$ cat config.mk
export PLATFORM = sky130hd
export DESIGN_NAME = audio_synth_top
export DESIGN_NICKNAME = d
export VERILOG_FILES = /design/src/verilog/audio_synth_pkg.sv /design/src/verilog/tone_channel.sv /design/src/verilog/audio_bus_master.sv /design/src/verilog/audio_synth_top.sv
export SDC_FILE = /design/constraint.sdc
export NUM_CORES = 1
export LEC_CHECK = 0
export BUFFER_PORTS_ARGS = -buffer_cell sky130_fd_sc_hd__buf_2
export CAP_MARGIN = 30
export CORE_UTILIZATION = 45
export DETAILED_ROUTE_END_ITERATION = 7
export PLACE_DENSITY = 0.63
export SLEW_MARGIN = 20
export SYNTH_ARGS = -nofsm -noshare
export SYNTH_HDL_FRONTEND = slang
export SYNTH_SLANG_ARGS = --single-unit
$ cat constraint.sdc
create_clock -name clk -period 6.6 [get_ports clk]
set_clock_uncertainty 0.05 [all_clocks]
set_input_delay 0.33 -clock clk [delete_from_list [all_inputs] [get_ports clk]]
set_output_delay 0.33 -clock clk [all_outputs]
set_load 0.01 [all_outputs]
$ cat src/verilog/audio_synth_pkg.sv
package audio_synth_pkg;

  // Signed audio sample as sent to the codec
  typedef logic signed [15:0] sample_t;

  // Codec register byte offsets from the base address
  parameter logic [31:0] REG_FIFOSPACE = 32'd4;
  parameter logic [31:0] REG_LEFT      = 32'd8;
  parameter logic [31:0] REG_RIGHT     = 32'd12;

  // Write space fields in the FIFO-space word
  parameter int WSRC_LSB = 16;
  parameter int WSRC_MSB = 23;
  parameter int WSLC_LSB = 24;
  parameter int WSLC_MSB = 31;

  // Bus master FSM
  typedef enum logic [2:0] {
    IDLE,
    POLL,
    WRITE_LEFT,
    WRITE_RIGHT,
    ADVANCE
  } master_state_e;

endpackage

$ cat src/verilog/tone_channel.sv
`timescale 1ns/100ps

module tone_channel (
  input  logic                  clk,
  input  logic                  rst_n,
  input  logic [31:0]           delta,
  input  logic                  delta_mode,
  input  logic [9:0]            wave_max,
  input  logic                  step,
  output audio_synth_pkg::sample_t sample
);

  logic [31:0]        phase;
  logic signed [10:0] level;
  logic               dir_up;

  logic signed [11:0] level_wide;
  logic signed [11:0] inc;
  logic signed [11:0] peak;
  logic signed [11:0] level_raw;
  logic signed [11:0] level_next;
  logic               dir_next;

  // Work one bit wider so the step itself cannot wrap
  assign level_wide = {level[10], level};
  assign inc        = {2'b00, delta[9:0]};
  assign peak       = {2'b00, wave_max};

  always_comb begin
    level_next = 12'sd0;
    dir_next   = dir_up;
    if (dir_up) begin
      level_raw = level_wide + inc;
      if (level_raw >= peak) begin
        level_next = peak;
        dir_next   = 1'b0;
      end else begin
        level_next = level_raw;
      end
    end else begin
      level_raw = level_wide - inc;
      if (level_raw <= -peak) begin
        level_next = -peak;
        dir_next   = 1'b1;
      end else begin
        level_next = level_raw;
      end
    end
  end

  always_ff @(posedge clk or negedge rst_n) begin
    if (!rst_n) begin
      phase  <= 32'd0;
      level  <= 11'sd0;
      dir_up <= 1'b1;
    end else if (step) begin
      // Phase wraps naturally at 2^32
      phase  <= phase + delta;
      level  <= level_next[10:0];
      dir_up <= dir_next;
    end
  end

  // Sawtooth from the phase MSBs, triangle scaled up by 32
  assign sample = delta_mode ? {level, 5'b00000} : phase[31:16];

endmodule

$ cat src/verilog/audio_bus_master.sv
`timescale 1ns/100ps

module audio_bus_master #(
  parameter logic [31:0] AUDIO_BASE = 32'hFF20_3040
) (
  input  logic                     clk,
  input  logic                     rst_n,
  input  audio_synth_pkg::sample_t sample_left,
  input  audio_synth_pkg::sample_t sample_right,
  input  logic                     out_sel,
  output logic                     step,
  output logic [31:0]              bus_addr,
  output logic [3:0]               bus_byte_enable,
  output logic                     bus_read,
  output logic                     bus_write,
  output logic [31:0]              bus_write_data,
  input  logic                     bus_ack,
  input  logic [31:0]              bus_read_data
);

  audio_synth_pkg::master_state_e state;

  audio_synth_pkg::sample_t left_q;
  audio_synth_pkg::sample_t right_q;
  audio_synth_pkg::sample_t mono;

  logic signed [16:0] sum;
  logic               space_ok;
  logic               latch;

  // One extra bit keeps the sum from overflowing
  assign sum  = {sample_left[15], sample_left} + {sample_right[15], sample_right};
  assign mono = audio_synth_pkg::sample_t'(sum >>> 1);

  assign space_ok =
    (bus_read_data[audio_synth_pkg::WSLC_MSB:audio_synth_pkg::WSLC_LSB] != 8'd0) &&
    (bus_read_data[audio_synth_pkg::WSRC_MSB:audio_synth_pkg::WSRC_LSB] != 8'd0);

  assign latch = (state == audio_synth_pkg::POLL) && bus_read && bus_ack && space_ok;

  assign step            = (state == audio_synth_pkg::ADVANCE);
  assign bus_byte_enable = 4'hF;

  always_ff @(posedge clk or negedge rst_n) begin
    if (!rst_n) begin
      state     <= audio_synth_pkg::IDLE;
      bus_read  <= 1'b0;
      bus_write <= 1'b0;
    end else begin
      case (state)
        audio_synth_pkg::IDLE: begin
          state    <= audio_synth_pkg::POLL;
          bus_read <= 1'b1;
        end
        audio_synth_pkg::POLL: begin
          if (!bus_read) begin
            bus_read <= 1'b1;
          end else if (bus_ack) begin
            bus_read <= 1'b0;
            if (space_ok) begin
              state <= audio_synth_pkg::WRITE_LEFT;
            end
          end
        end
        audio_synth_pkg::WRITE_LEFT: begin
          if (!bus_write) begin
            bus_write <= 1'b1;
          end else if (bus_ack) begin
            bus_write <= 1'b0;
            state     <= audio_synth_pkg::WRITE_RIGHT;
          end
        end
        audio_synth_pkg::WRITE_RIGHT: begin
          if (!bus_write) begin
            bus_write <= 1'b1;
          end else if (bus_ack) begin
            bus_write <= 1'b0;
            state     <= audio_synth_pkg::ADVANCE;
          end
        end
        audio_synth_pkg::ADVANCE: begin
          state    <= audio_synth_pkg::POLL;
          bus_read <= 1'b1;
        end
        default: begin
          state     <= audio_synth_pkg::IDLE;
          bus_read  <= 1'b0;
          bus_write <= 1'b0;
        end
      endcase
    end
  end

  // Frame samples, out_sel sampled here too
  always_ff @(posedge clk) begin
    if (latch) begin
      left_q  <= out_sel ? mono : sample_left;
      right_q <= out_sel ? mono : sample_right;
    end
  end

  // Address and data only change while no request is up
  always_ff @(posedge clk) begin
    if (state == audio_synth_pkg::IDLE || state == audio_synth_pkg::ADVANCE ||
        (state == audio_synth_pkg::POLL && !bus_read)) begin
      bus_addr       <= AUDIO_BASE + audio_synth_pkg::REG_FIFOSPACE;
      bus_write_data <= 32'd0;
    end else if (state == audio_synth_pkg::WRITE_LEFT && !bus_write) begin
      bus_addr       <= AUDIO_BASE + audio_synth_pkg::REG_LEFT;
      bus_write_data <= {{16{left_q[15]}}, left_q};
    end else if (state == audio_synth_pkg::WRITE_RIGHT && !bus_write) begin
      bus_addr       <= AUDIO_BASE + audio_synth_pkg::REG_RIGHT;
      bus_write_data <= {{16{right_q[15]}}, right_q};
    end
  end

endmodule

$ cat src/verilog/audio_synth_top.sv
`timescale 1ns/100ps

module audio_synth_top #(
  parameter logic [31:0] AUDIO_BASE = 32'hFF20_3040
) (
  input  logic        clk,
  input  logic        rst_n,
  input  logic [31:0] delta_left,
  input  logic [31:0] delta_right,
  input  logic        delta_mode_left,
  input  logic        delta_mode_right,
  input  logic [9:0]  triangle_wave_max_left,
  input  logic [9:0]  triangle_wave_max_right,
  input  logic        out_sel,
  output logic [31:0] bus_addr,
  output logic [3:0]  bus_byte_enable,
  output logic        bus_read,
  output logic        bus_write,
  output logic [31:0] bus_write_data,
  input  logic        bus_ack,
  input  logic [31:0] bus_read_data
);

  audio_synth_pkg::sample_t sample_left;
  audio_synth_pkg::sample_t sample_right;
  logic                     step;

  tone_channel left_channel (
    .clk        (clk),
    .rst_n      (rst_n),
    .delta      (delta_left),
    .delta_mode (delta_mode_left),
    .wave_max   (triangle_wave_max_left),
    .step       (step),
    .sample     (sample_left)
  );

  tone_channel right_channel (
    .clk        (clk),
    .rst_n      (rst_n),
    .delta      (delta_right),
    .delta_mode (delta_mode_right),
    .wave_max   (triangle_wave_max_right),
    .step       (step),
    .sample     (sample_right)
  );

  audio_bus_master #(
    .AUDIO_BASE (AUDIO_BASE)
  ) bus_master (
    .clk             (clk),
    .rst_n           (rst_n),
    .sample_left     (sample_left),
    .sample_right    (sample_right),
    .out_sel         (out_sel),
    .step            (step),
    .bus_addr        (bus_addr),
    .bus_byte_enable (bus_byte_enable),
    .bus_read        (bus_read),
    .bus_write       (bus_write),
    .bus_write_data  (bus_write_data),
    .bus_ack         (bus_ack),
    .bus_read_data   (bus_read_data)
  );

endmodule

* After elaboration in Yosys (flattened, before gate mapping)
Index checks and enable logic that the tools add are counted.
** Word-level totals
- Output and inout port bits :: 70
- Input port bits :: 122
- Flip-flop bits (word level) :: 159
- Logic and storage cells :: 89
** Operators by class
- Add/subtract/negate cells :: 9
- Equality and inequality tests :: 11
- Reduce and logical (&&, ||, !) cells :: 19
- Multiplexer cells :: 33
- $lt $le $gt $ge :: 4
** Operators by type and width (number)
- $mux 11 :: 6
- $add 32x32->32 :: 2
- $mux 16 :: 4
- $mux 32 :: 2
- $add 11x11->12 :: 2
- $ge 12x11->1 :: 2
- $le 12x12->1 :: 2
- $neg 10->12 :: 2
- $sub 11x11->12 :: 2
- $mux 3 :: 7
- $add 16x16->17 :: 1
- $reduce_bool 8->1 :: 2
- $pmux 3 s4 :: 1
- $mux 1 :: 9
- $mux 4 :: 2
- $ne 2x1->1 const B :: 4
- $logic_and 1x1->1 :: 7
- $reduce_and 7->1 :: 1
- $eq 3x2->1 const B :: 2
- $ne 2x2->1 const B :: 3
- $reduce_or 2->1 :: 2
- $eq 3x1->1 const B :: 1
- $eq 3x3->1 const B :: 1
- $logic_not 3->1 :: 1
- 6 further kinds :: 8

* Logic depth before layout (Yosys ltp)
Gate-level depths: netlist of the first run.
- Depth after elaboration :: 6
- Depth in mapped cells :: 21
- Gate-level depth less buffers :: 20

* By module
Synthesis of the first run repeated with hierarchy kept, for this count alone.
** Second synthesis, totals
- Cells, all modules :: 1628
- Area total of the unflattened synthesis :: 14253.7 um2
** By module, submodules not included
- tone_channel at left_channel :: sequential area each 1102.3 um2, cells an instance 627, times used 1, area an instance 5382.7 um2
- tone_channel at right_channel :: sequential area each 1102.3 um2, cells an instance 609, times used 1, area an instance 5181.2 um2
- audio_bus_master :: sequential area each 1446.4 um2, cells an instance 392, times used 1, area an instance 3689.8 um2

* Worst setup path after synthesis of the first run
No wires, ideal clock.
- Path type :: register -> register
- Start point :: register left_channel.level[1]
- End point :: register left_channel.level[9]
- Period minus slack after synthesis :: 4.118 ns
- Data required time :: 6.423 ns
- Cell stages (with the launch flop) :: 19
- Library setup time :: 0.127 ns
- Data arrival time :: 3.941 ns
- Slack :: 2.482 ns
- Path buffers :: 1
- Cell sequence :: dfrtp_1 -> ha_1 -> nor2b_1 -> o21ai_0 -> a21boi_0 -> o21ai_0 -> a21oi_1 -> a21oi_1 -> o21ai_0 -> a21oi_1 -> or2_2 -> ha_1 -> a2111oi_0 -> o211ai_1 -> a31oi_1 -> buf_2 -> a31oi_1 -> o31ai_1 -> o21ai_0
** On the way
- Longest elaborated chain between the ends :: 4
- Elaborated cells on any way between the ends :: 7
- Those cells by class :: add/sub (2); order compare (2); mux (3)
** RTL lines
- start: declaration :: RTL line tone_channel.sv:14 : logic signed [10:0] level;
- start signal: assignment :: RTL line tone_channel.sv:59 : level <= level_next[10:0];
- $sub 11x11->12 or $add 11x11->12 (tied branches) :: RTL line tone_channel.sv:41, tone_channel.sv:33
- $le 12x12->1 or $ge 12x11->1 (tied branches) :: RTL line tone_channel.sv:42, tone_channel.sv:34
- $mux 11, on equally long branches :: RTL line tone_channel.sv:42, tone_channel.sv:34
- $mux 11 * :: RTL line tone_channel.sv:32 : if (dir_up) begin
Mark *: on every way between the ends. The rest lies on a longest branch, timed or not.
A chain may end at the register's enable or synchronous reset.

* Final worst setup path of the first run
- Start point :: register left_channel.level[2]
- End point :: register left_channel.level[4]
The elaborated chain is that of the path after synthesis.

==> flow_metrics.tcl, run 1 <==
set metrics [dict create \
    cts_setup_buffers 0 \
    worstHoldPathType "input pin to flop" \
    synth.yosys.seq_area_share_pct 26.2 \
    setup_repair_after_global_routing_missed_its_margin "no" \
    worst-endpoint-required_ns 6.86 \
    synth-compound-area-share_pct 22.0 \
    vias_after_detailed_routing 12100 \
    post_synth_mux_area_share_pct 5.87 \
    library_cell_with_the_highest_instance_count_after_synthesis "ha_1" \
    cell_area_after_synthesis_um2 14000 \
    postRouteWirelength_um 34700 \
    syn-mean-instance-area_um2 8.40 \
    critical_path.most_common_cell "o21ai_0" \
    finalCriticalPeriod_ns 4.64 \
    final_net_count 2052 \
    placed_cell_area_um2 14800 \
    clock_sink_count 143 \
    power.density_cell_area_nw_per_um2 517 \
    critPathArrivalTime_ns 4.89 \
    post_cts_resize_count 0 \
    timing.critical_path.slowest_cell_delay_ns 0.49 \
    timing.critical_path.to_type "flop" \
    drt_first_pass_iters 4 \
    holdBufCountCts 1 \
    synth_xor_area_share_pct 5.52 \
    synth_top_family_by_area "compound AO/OA/AOI/OAI gates" \
    share_of_post_route_cells_with_drive_strength_above_1_pct 14.8 \
    ys_ff_latch 143 \
    start_util_pct 45.7 \
    final_design_area_no_fill_um2 15400 \
    synth-async-reset-ratio_pct 65.0 \
    root_buffer "clkbuf_16" \
    yosysTopAreaCell "dfrtp_1" \
    worst_hold_startpoint "bus_ack" \
    finalCoreUtilization_pct 50.4 \
    number_of_cts_inserted_buffers 17 \
    dp_hpwl_um 27100 \
    grt_max_degree 87 \
    critPathMaxFanout 15 \
    final.setup.tns_ns 0 \
    worst_skew_pair.late_latency_ns 0.44 \
    post_synth_and_or_nand_nor_area_fraction_pct 17.6 \
    synth_cell_types 92 \
    drt_first_iter_violations 650 \
    core_area_um2 30500 \
    tritoncts "built" \
    wire_per_inst_um 16.0 \
    cp_slowest_cell "dfrtp_1" \
    final_worst_path_cycle_share_pct 70.2 \
    die-height_um 178 \
    grt_antenna_before_repair 5 \
    hold_viol 0 \
    row_count 64 \
    worst_setup_path_start_kind "flop" \
    r2r_start "left_channel.level[2]" \
    filler_cell_count 2981 \
    cts.clk_slew.worst_paths_ns 0.07 \
    synthTopCellsByCount "ha_1, nand2_1, o21ai_0" \
    max_clock_freq_mhz 216 \
    total_leakage_power_nw 7.16 \
    synth-adder-area-share_pct 15.6 \
    yosys.area.top_type_share_pct 16.3 \
    setup_viol 0 \
    relative_slew_slack_pct 40.4 \
    grt_first_pass_wirelength_um 56000 \
    postRouteAntennaNets 0 \
    yosys_warnings 0 \
    layout_overhead_on_the_synthesized_area_pct 10.3 \
    most_instantiated_flip_flop_cell_in_the_synthesis_netlist "dfrtp_1" \
    worst_slew_pin_slew_ns 0.894 \
    gr-total-overflow 0 \
    status "finished, final reports clean" \
    critical_path.startpoint "left_channel.level[2]" \
    gp_congestion 0.881 \
    clk_path_buf_depth 2 \
    synth_enable_flop_cells 32 \
    die_x_um 178 \
    worstPathCellList "ha_1 -> o21ai_0 -> a21boi_0 -> o21ai_0 -> a21oi_1 -> a21oi_1 -> o21ai_0 -> a21oi_1 -> or2_2 -> ha_1 -> a2111oi_0 -> o211ai_1 -> a31oi_1 -> buf_4 -> mux2_2 -> a22oi_1 -> o21ai_0" \
    placement.io_buffers 141 \
    synth.area.top_cells "dfrtp_1, ha_1, edfxtp_1, o21ai_0, nand2_1" \
    globalRouteTotalUtil_pct 22.4 \
    slew_viol_final 0 \
    grt_pass1_vias 11200 \
    max_cap_violations 0 \
    floorplan.die_area_um2 31700 \
    htreeDepth 4 \
    ioPinCount 192 \
    post_synth_inst_count 1661 \
    drt_drc_violations_left 0 \
    whs_ns 0.145 \
    timing.setup.critical_path_class "flop to flop" \
    via_per_inst 5.56 \
    max_vdd_drop_mv 0.253 \
]
critical path, delay by kind of cell (launching register included):
kind                       cells  cell delay (ns)
muxes                          1             0.36
buffers and inverters          1             0.26
DFF                            1             0.49
and+or+nand+nor                1             0.31
adders and majority gates      2             0.77
AOI/OAI and AO/OA             12             2.25
final timing paths:
kind,endpoint,slack (ns),depth (start not counted)
setup / recovery,left_channel.level[4],1.96,17
hold / removal,bus_master.state[2],0.15,3
setup reg to reg,left_channel.level[4],1.96,17
hold reg to reg,bus_master.bus_addr[3],0.42,2
max in group asynchronous,right_channel.phase[2],4.92,3
min in group asynchronous,left_channel.phase[15],0.40,2
stage by stage:
| step | instances | setup slack, ns | power [mW] |
|---|---|---|---|
| after floorplan | 1693 | 2.48 | 5.75 |
| after global placement | 2136 | 2.03 | 6.82 |
| after detailed placement | 2136 | 1.95 | 6.93 |
| after CTS | 2169 | 1.98 | 7.97 |
| after global routing | 2170 | 1.54 | 8.74 |
| final | 2172 | 1.96 | 7.95 |
layer usage:
metal  track usage (%)  vias up  routed length, um
li1                  -     6142                  -
met1              30.1     5619              16500
met2              36.5      265              15800
met3              4.13       50               1660
met4              6.70        4                704
met5                 0        -                 31
sequential cells by signal (all words and copies together), names as in the netlist:
signal,count
right_channel.level,11
bus_master.left_q,16
bus_master.bus_write_data,16
left_channel.phase,32
bus_master.state,3
bus_master.bus_addr,2
right_channel.dir_up,1
bus_master.right_q,16
bus_master.bus_write,1
right_channel.phase,32
left_channel.level,11
left_channel.dir_up,1
bus_master.bus_read,1
layout by cell type, fill, tap and decap left out, types with 14 or more instances in the layout:
| cell type | n |
|---|---|
| nand4_1 | 14 |
| nand2b_1 | 31 |
| xor2_1 | 28 |
| nor2_1 | 115 |
| nor2b_1 | 29 |
| mux2_2 | 35 |
| a31oi_1 | 19 |
| nand3_1 | 30 |
| clkbuf_16 | 20 |
| a211oi_1 | 44 |
| buf_2 | 140 |
| nor3_1 | 37 |
| inv_1 | 108 |
| dfrtp_1 | 91 |
| dfxtp_1 | 18 |
| a21oi_1 | 91 |
| ha_1 | 163 |
| o21a_1 | 18 |
| o21ai_0 | 131 |
| nand2_1 | 161 |
| a21o_1 | 29 |
| edfxtp_1 | 32 |
| o211ai_1 | 15 |
| mux2i_1 | 41 |
| xnor2_1 | 60 |
| conb_1 | 34 |
cell type report:
| cell class | count | area, um^2 | area share [%] |
|---|---|---|---|
| Inverter | 109 | 409 | 2.66 |
| Sequential cell | 143 | 3650 | 23.7 |
| Multi-Input combinational cell | 1338 | 9430 | 61.3 |
| Timing Repair Buffer | 151 | 786 | 5.11 |
| Antenna cell | 3 | 7.51 | 0.0488 |
| Clock buffer | 22 | 519 | 3.37 |
| Tap cell | 396 | 495 | 3.22 |
| Clock inverter | 10 | 86.3 | 0.561 |
kinds of logic after synthesis:
kind of cell | after synthesis
flops | 143
simple gates | 503
buf+inv | 212
mux | 77
fa+ha+maj | 170
xor+xnor | 88
compound gates | 466
other cells | 2
where the power goes:
| part | leakage (nW) | internal (mW) | switching, mW |
|---|---|---|---|
| clock | 0.304 | 0.571 | 0.429 |
| sequential | 1.51 | 1.35 | 0.351 |
| combinational | 5.34 | 2.26 | 2.99 |
No activity file was read; power rests on OpenSTA's default activity.
==> run 2, diff against run 1 <==
==> constraint.sdc (replaced) <==
create_clock -name clk -period 4.41 [get_ports clk]
set_clock_uncertainty 0.05 [all_clocks]
set_input_delay 0.2205 -clock clk [delete_from_list [all_inputs] [get_ports clk]]
set_output_delay 0.2205 -clock clk [all_outputs]
set_load 0.01 [all_outputs]
==> run 2 against run 1 <==
Register-to-register slack worse by 1.7 ns. Fmax grew 11%. Highest routed layer unchanged. Final area increased by 1.3%. Via count rose by 0.36%. Worst hold slack got worse by 0.11 ns. Largest cell class unchanged. Sequential power rose by 49%. Clock-buffer cell count is 5 lower. Global-route usage up 0.24 points. Clock power rose by 49%. Final cell count is 0.64% higher. Combinational power increased by 56%. Non-clock buffer count grew 15.
==> flow_metrics.tcl, run 2 (synthesis results as in run 1) <==
set metrics [dict create \
    int_pwr_mw 6.44 \
    grt_antenna_before_repair 2 \
    gp_congestion 0.921 \
    worstHoldPathType "input pin to flop" \
    share_of_post_route_cells_with_drive_strength_above_1_pct 16.1 \
    die_x_um 178 \
    status "finished, final reports clean" \
    layout_overhead_on_the_synthesized_area_pct 11.7 \
    timing.critical_path.to_type "flop" \
    max_vdd_drop_mv 0.353 \
    worst-endpoint-required_ns 4.69 \
    ff2ff_path_depth 20 \
    globalRouteTotalUtil_pct 22.7 \
    grt_max_degree 79 \
    final_cell_mix "nand2_1, ha_1, buf_2, o21ai_0, nor2_1" \
    dp_hpwl_um 27900 \
    max_cap_violations 0 \
    grt_first_pass_wirelength_um 56900 \
    power.density_cell_area_nw_per_um2 784 \
    cts.clk_slew.worst_paths_ns 0.07 \
    drt_first_iter_violations 650 \
    tritoncts "built" \
    grt_pass1_vias 11300 \
    hold_viol 0 \
    finalCoreUtilization_pct 51.1 \
    placed_cells 2147 \
    reg.largest.list "left_channel.phase: 32 flops, right_channel.phase: 32 flops" \
    htreeDepth 4 \
    instances_no_fill 2186 \
    floorplan.die_area_um2 31700 \
    die-height_um 178 \
    final_worst_path_cycle_share_pct 94.9 \
    wire_per_inst_um 16.2 \
    setup_viol 0 \
    timing.setup.critical_path_class "flop to flop" \
    drt_drc_violations_left 0 \
    core_area_um2 30500 \
    postRouteWirelength_um 35500 \
    final_net_count 2067 \
    pwr-share-seq_pct 20.7 \
    critPathMaxFanout 7 \
    finalCriticalPeriod_ns 4.18 \
    via_per_inst 5.55 \
    max_clock_freq_mhz 239 \
    worst_setup_path_start_kind "flop" \
    worstHoldPathCells 3 \
    clk_path_buf_depth 2 \
    worst_slew_pin_slew_ns 0.723 \
    pwr-share-clk_pct 12.2 \
    worst_skew_pair.late_latency_ns 0.44 \
    vias_after_detailed_routing 12100 \
    final_design_area_no_fill_um2 15600 \
    placed_cell_area_um2 14900 \
    ioPinCount 192 \
    row_count 64 \
    root_buffer "clkbuf_16" \
    critPathArrivalTime_ns 4.47 \
    placement.io_buffers 141 \
    drt_first_pass_iters 6 \
    slew_viol_final 0 \
    start_util_pct 45.7 \
    relative_slew_slack_pct 51.7 \
    postRouteAntennaNets 0 \
    number_of_cts_inserted_buffers 17 \
    gr-total-overflow 0 \
    total_leakage_power_nw 7.24 \
    p_sw_share_pct 47.3 \
    clock_sink_count 143 \
    combPwrFrac_pct 67.1 \
    power.switching_mw 5.78 \
]
==> run 2: per-layer routing <==
metal | part of all wire, % | global-route usage (%)
met1 | 48 | 30.2
met2 | 46 | 37.4
met3 | 4.2 | 3.67
met4 | 2.1 | 6.98
met5 | 0.034 | 0
==> run 2: cell type report <==
class | instances | area, um^2
Sequential cell | 143 | 3650
Tap cell | 396 | 495
Clock buffer | 17 | 425
Fill cell | 2959 | 14900
Multi-Input combinational cell | 1338 | 9490
Antenna cell | 2 | 5.00
Clock inverter | 15 | 173
Timing Repair Buffer | 166 | 932
Inverter | 109 | 409
==> run 2: path summary, 6_finish.rpt <==
path | slack, ns | startpoint | to
max reg2reg | 0.23 | right_channel.level[0] | right_channel.level[8]
max | 0.23 | right_channel.level[0] | right_channel.level[8]
min in group asynchronous | 0.31 | rst_n | left_channel.phase[14]
min | 0.04 | bus_ack | bus_master.state[2]
max in group asynchronous | 3.10 | rst_n | right_channel.phase[19]
min reg2reg | 0.42 | bus_master.bus_addr[3] | bus_master.bus_addr[3]
==> run 2: through the flow <==
stage               hold slack, ns  TNS [ns]  power, mW  setup WS [ns]
finish                      0.0393         0       12.2          0.227
global route                0.0314   -0.0574       13.4        -0.0574
CTS                         0.0261         0       12.1        0.00178
detailed placement           0.272   -0.0524       10.5        -0.0308
global placement             0.250         0       10.4          0.101
floorplan                   -0.125         0       8.61          0.292
==> run 2: repair_timing <==
action | 4_1_cts | 5_1_grt
pin swaps | 0 | 7
setup buffers | 0 | 3
gates resized for setup | 2 | 22
hold buffers | 1 | 0
endpoints found under the setup margin | 6 | 24
cloned | 0 | 1
hold endpoints to repair | 43 | 0
==> run 2: power by group through the flow <==
| stage | Sequential, mW | Combinational, mW | Clock, mW |
|---|---|---|---|
| 2_1_floorplan | 2.38 | 6.23 | 0 |
| 3_3_place_gp | 2.54 | 7.85 | 0 |
| 3_5_place_dp | 2.55 | 7.96 | 0 |
| 4_1_cts | 2.53 | 8.04 | 1.52 |
| 5_1_grt | 2.61 | 9.19 | 1.58 |
| 6_report | 2.53 | 8.19 | 1.49 |
==> run 2: worst max-delay path, cell delays in order (launching register included) <==
cell and delay, ns:
dfrtp_1 0.34, inv_1 0.04, ha_1 0.19, fa_1 0.41, nor2b_1 0.13, o21ai_1 0.10
a21boi_2 0.19, o21ai_2 0.09, a211oi_2 0.18, o21ai_0 0.12, and3_1 0.22, or2_2 0.27
ha_1 0.30, nand4_1 0.11, o311ai_1 0.30, o21ai_1 0.13, o21ai_2 0.12, clkbuf_16 0.20
mux2_2 0.34, a21oi_1 0.15, a21oi_1 0.08
==> run 3, diff against run 2 <==
--- a/config.mk
+++ b/config.mk
@@ -5,11 +5,12 @@
 export SDC_FILE = /design/constraint.sdc
 export NUM_CORES = 1
 export LEC_CHECK = 0
-export BUFFER_PORTS_ARGS = -buffer_cell sky130_fd_sc_hd__buf_2
+export ABC_AREA = 1
 export CAP_MARGIN = 30
 export CORE_UTILIZATION = 45
 export DETAILED_ROUTE_END_ITERATION = 7
-export PLACE_DENSITY = 0.63
+export DONT_BUFFER_PORTS = 1
+export PLACE_DENSITY = 0.58
 export SLEW_MARGIN = 20
 export SYNTH_ARGS = -nofsm -noshare
 export SYNTH_HDL_FRONTEND = slang
==> run 3 against run 2 <==
Routed wire length grew 31%. Worst setup slack improved by 0.22 ns. Clock-buffer cell count unchanged. Worst hold slack got worse by 0.021 ns. Critical path type unchanged. Highest routed layer unchanged.
==> flow_metrics.tcl, run 3 <==
set metrics [dict create \
    die_x_um 186 \
    post_cts_resize_count 0 \
    cell_area_after_synthesis_um2 15300 \
    syn-mean-instance-area_um2 6.60 \
    critical_path.most_common_cell "nand2_1" \
    vias_after_detailed_routing 14700 \
    max_clock_freq_mhz 252 \
    status "finished, final reports clean" \
    drt_first_pass_iters 6 \
    most_instantiated_flip_flop_cell_in_the_synthesis_netlist "dfrtp_1" \
    hold_viol 0 \
    fin_total_pwr_mw 12.6 \
    die-height_um 186 \
    setup_repair_after_global_routing_missed_its_margin "no" \
    via_per_inst 5.36 \
    postRouteWirelength_um 46500 \
    yosys.area.top_type_share_pct 15.6 \
    slew_viol_final 0 \
    yosysTopAreaCell "nand2_1" \
    critPathMaxFanout 12 \
    core_area_um2 33400 \
    row_count 67 \
    postRouteAntennaNets 0 \
    synthTopCellsByCount "nand2_1, inv_1, nor2_1" \
    final_net_count 2571 \
    drt_drc_violations_left 0 \
    diodes_inserted 0 \
    synth.yosys.seq_area_share_pct 23.9 \
    max_vdd_drop_mv 0.341 \
    ys_ff_latch 143 \
    wire_per_inst_um 17.0 \
    share_of_post_route_cells_with_drive_strength_above_1_pct 4.19 \
    ioPinCount 192 \
    placement.io_buffers 0 \
    critPathArrivalTime_ns 4.31 \
    globalRouteTotalUtil_pct 27.2 \
    synth_enable_flop_cells 32 \
    yosys_warnings 0 \
    cp_slowest_cell "fa_1" \
    clk_path_buf_depth 2 \
    multiInputGateArea_um2 10000 \
    grt_pass1_vias 13700 \
    gr-total-overflow 0 \
    drt_first_iter_violations 1393 \
    worst_skew_pair.late_latency_ns 0.46 \
    worst-endpoint-required_ns 4.75 \
    grt_max_degree 94 \
    final.setup.tns_ns 0 \
    finalCriticalPeriod_ns 3.96 \
    relative_slew_slack_pct 52.3 \
    filler_cell_count 3523 \
    synth_cell_types 58 \
    final_cell_mix "nand2_1, inv_1, nor2_1, nand3_1, ha_1" \
    timing.critical_path.slowest_cell_delay_ns 0.43 \
    cts_setup_buffers 0 \
    whs_ns 0.0188 \
    start_util_pct 45.7 \
    worst_setup_path_start_kind "flop" \
    timing.critical_path.to_type "flop" \
    synth-async-reset-ratio_pct 65.0 \
    worstPathCellList "inv_1 -> ha_1 -> fa_1 -> o21ai_0 -> nand4_1 -> nand2_1 -> nand2_1 -> nand2_1 -> inv_1 -> ha_1 -> nand4_1 -> nor2_1 -> nand2_1 -> nand4_1 -> nand3_1 -> inv_1 -> nand2_1 -> nand3_1 -> nand3_1 -> nand2_1" \
    max_cap_violations 0 \
    grt_first_pass_wirelength_um 72600 \
    timing.setup.critical_path_class "flop to flop" \
    cts.clk_slew.worst_paths_ns 0.08 \
    worst_slew_pin_slew_ns 0.715 \
    leading_cell_type_in_the_layout_fill_and_taps_excluded "nand2_1" \
    library_cell_with_the_highest_instance_count_after_synthesis "nand2_1" \
    number_of_cts_inserted_buffers 17 \
    gp_congestion 0.923 \
    post_synth_inst_count 2314 \
    grt_antenna_before_repair 1 \
    synth.area.top_cells "nand2_1, dfrtp_1, ha_1, inv_1, edfxtp_1" \
    root_buffer "clkbuf_16" \
    reg.largest.list "left_channel.phase: 32 flops, right_channel.phase: 32 flops" \
    layout.area.seq_um2 3650 \
    tritoncts "built" \
    floorplan.die_area_um2 34700 \
    clock_sink_count 143 \
    r2r_slack_ns 0.45 \
    power.density_cell_area_nw_per_um2 786 \
    htreeDepth 4 \
    total_leakage_power_nw 8.12 \
    final_worst_path_cycle_share_pct 89.9 \
    setup_viol 0 \
    worstHoldPathType "input pin to flop" \
    layout_overhead_on_the_synthesized_area_pct 5.34 \
    dp_hpwl_um 37200 \
]
## run 3: power breakdown
part	switching, mW	internal, mW
Combinational	5.59	2.95
Clock	0.730	0.762
Sequential	0.620	1.99
Total	6.94	5.71
## run 3: what timing repair did
action / 4_1_cts / 5_1_grt
setup endpoints to repair: 0 / 0
hold buffers: 7 / 0
hold endpoints to repair: 103 / 0
## run 3: cell families (layout without fill, tap and decap cells)
| group | Yosys count | in the layout | share of synthesized area (%) |
|---|---|---|---|
| adders and majority gates | 170 | 170 | 14.3 |
| AOI/OAI and AO/OA | 418 | 418 | 15.5 |
| other | 2 | 34 | 0.0491 |
| DFF | 143 | 143 | 23.9 |
| xor gates and xnor gates | 71 | 71 | 4.07 |
| buffers and inverters | 397 | 343 | 11.5 |
| and+or+nand+nor | 1113 | 1113 | 30.8 |
## run 3: layer usage
layer / vias up / GRT usage, % / share of wire (%)
li1: 7479 / - / -
met1: 6738 / 38.7 / 49
met2: 433 / 41.9 / 43
met3: 43 / 5.94 / 6.8
met4: 2 / 5.61 / 1.2
met5: - / 0 / 0.037
## run 3: area by class of cell
class / instances / area share (%)
repair buffers: 13 / 1.03
clock buffers: 17 / 2.64
inverters: 298 / 6.95
well taps: 448 / 3.48
flip-flops and latches: 143 / 22.7
multi-input cells: 1806 / 62.2
clock inverters: 15 / 1.03
## run 3: final timing paths
check,from,depth (start not counted),endpoint
worst min-delay path,delta_left[31],5,left_channel.phase[31]
worst max register to register,left_channel.level[0],20,left_channel.level[7]
worst min register to register,left_channel.phase[0],2,left_channel.phase[0]
worst max-delay path,left_channel.level[0],20,left_channel.level[7]
min in group asynchronous,rst_n,2,left_channel.level[6]
max in group asynchronous,rst_n,2,right_channel.level[2]
## run 3: per-stage QoR
stage	instances	worst slack, ns	area (um^2)	utilization, %
after floorplan	2346	0.997	15400	-
after global placement	2699	0.622	15400	46.0
after detailed placement	2699	0.606	15400	46.0
after CTS	2738	0.571	16100	48.0
after global routing	2740	0.152	16100	48.1
final	2740	0.446	16100	48.1
## run 3: worst max-delay path, delay by kind of cell, from the launching register on
family | cells | cell delay [ns]
AND/OR/NAND/NOR | 13 | 1.69
adder cells (fa/ha/maj) | 3 | 0.94
buffers and inverters | 3 | 0.49
flip-flops | 1 | 0.40
AO/OA/AOI/OAI | 1 | 0.35
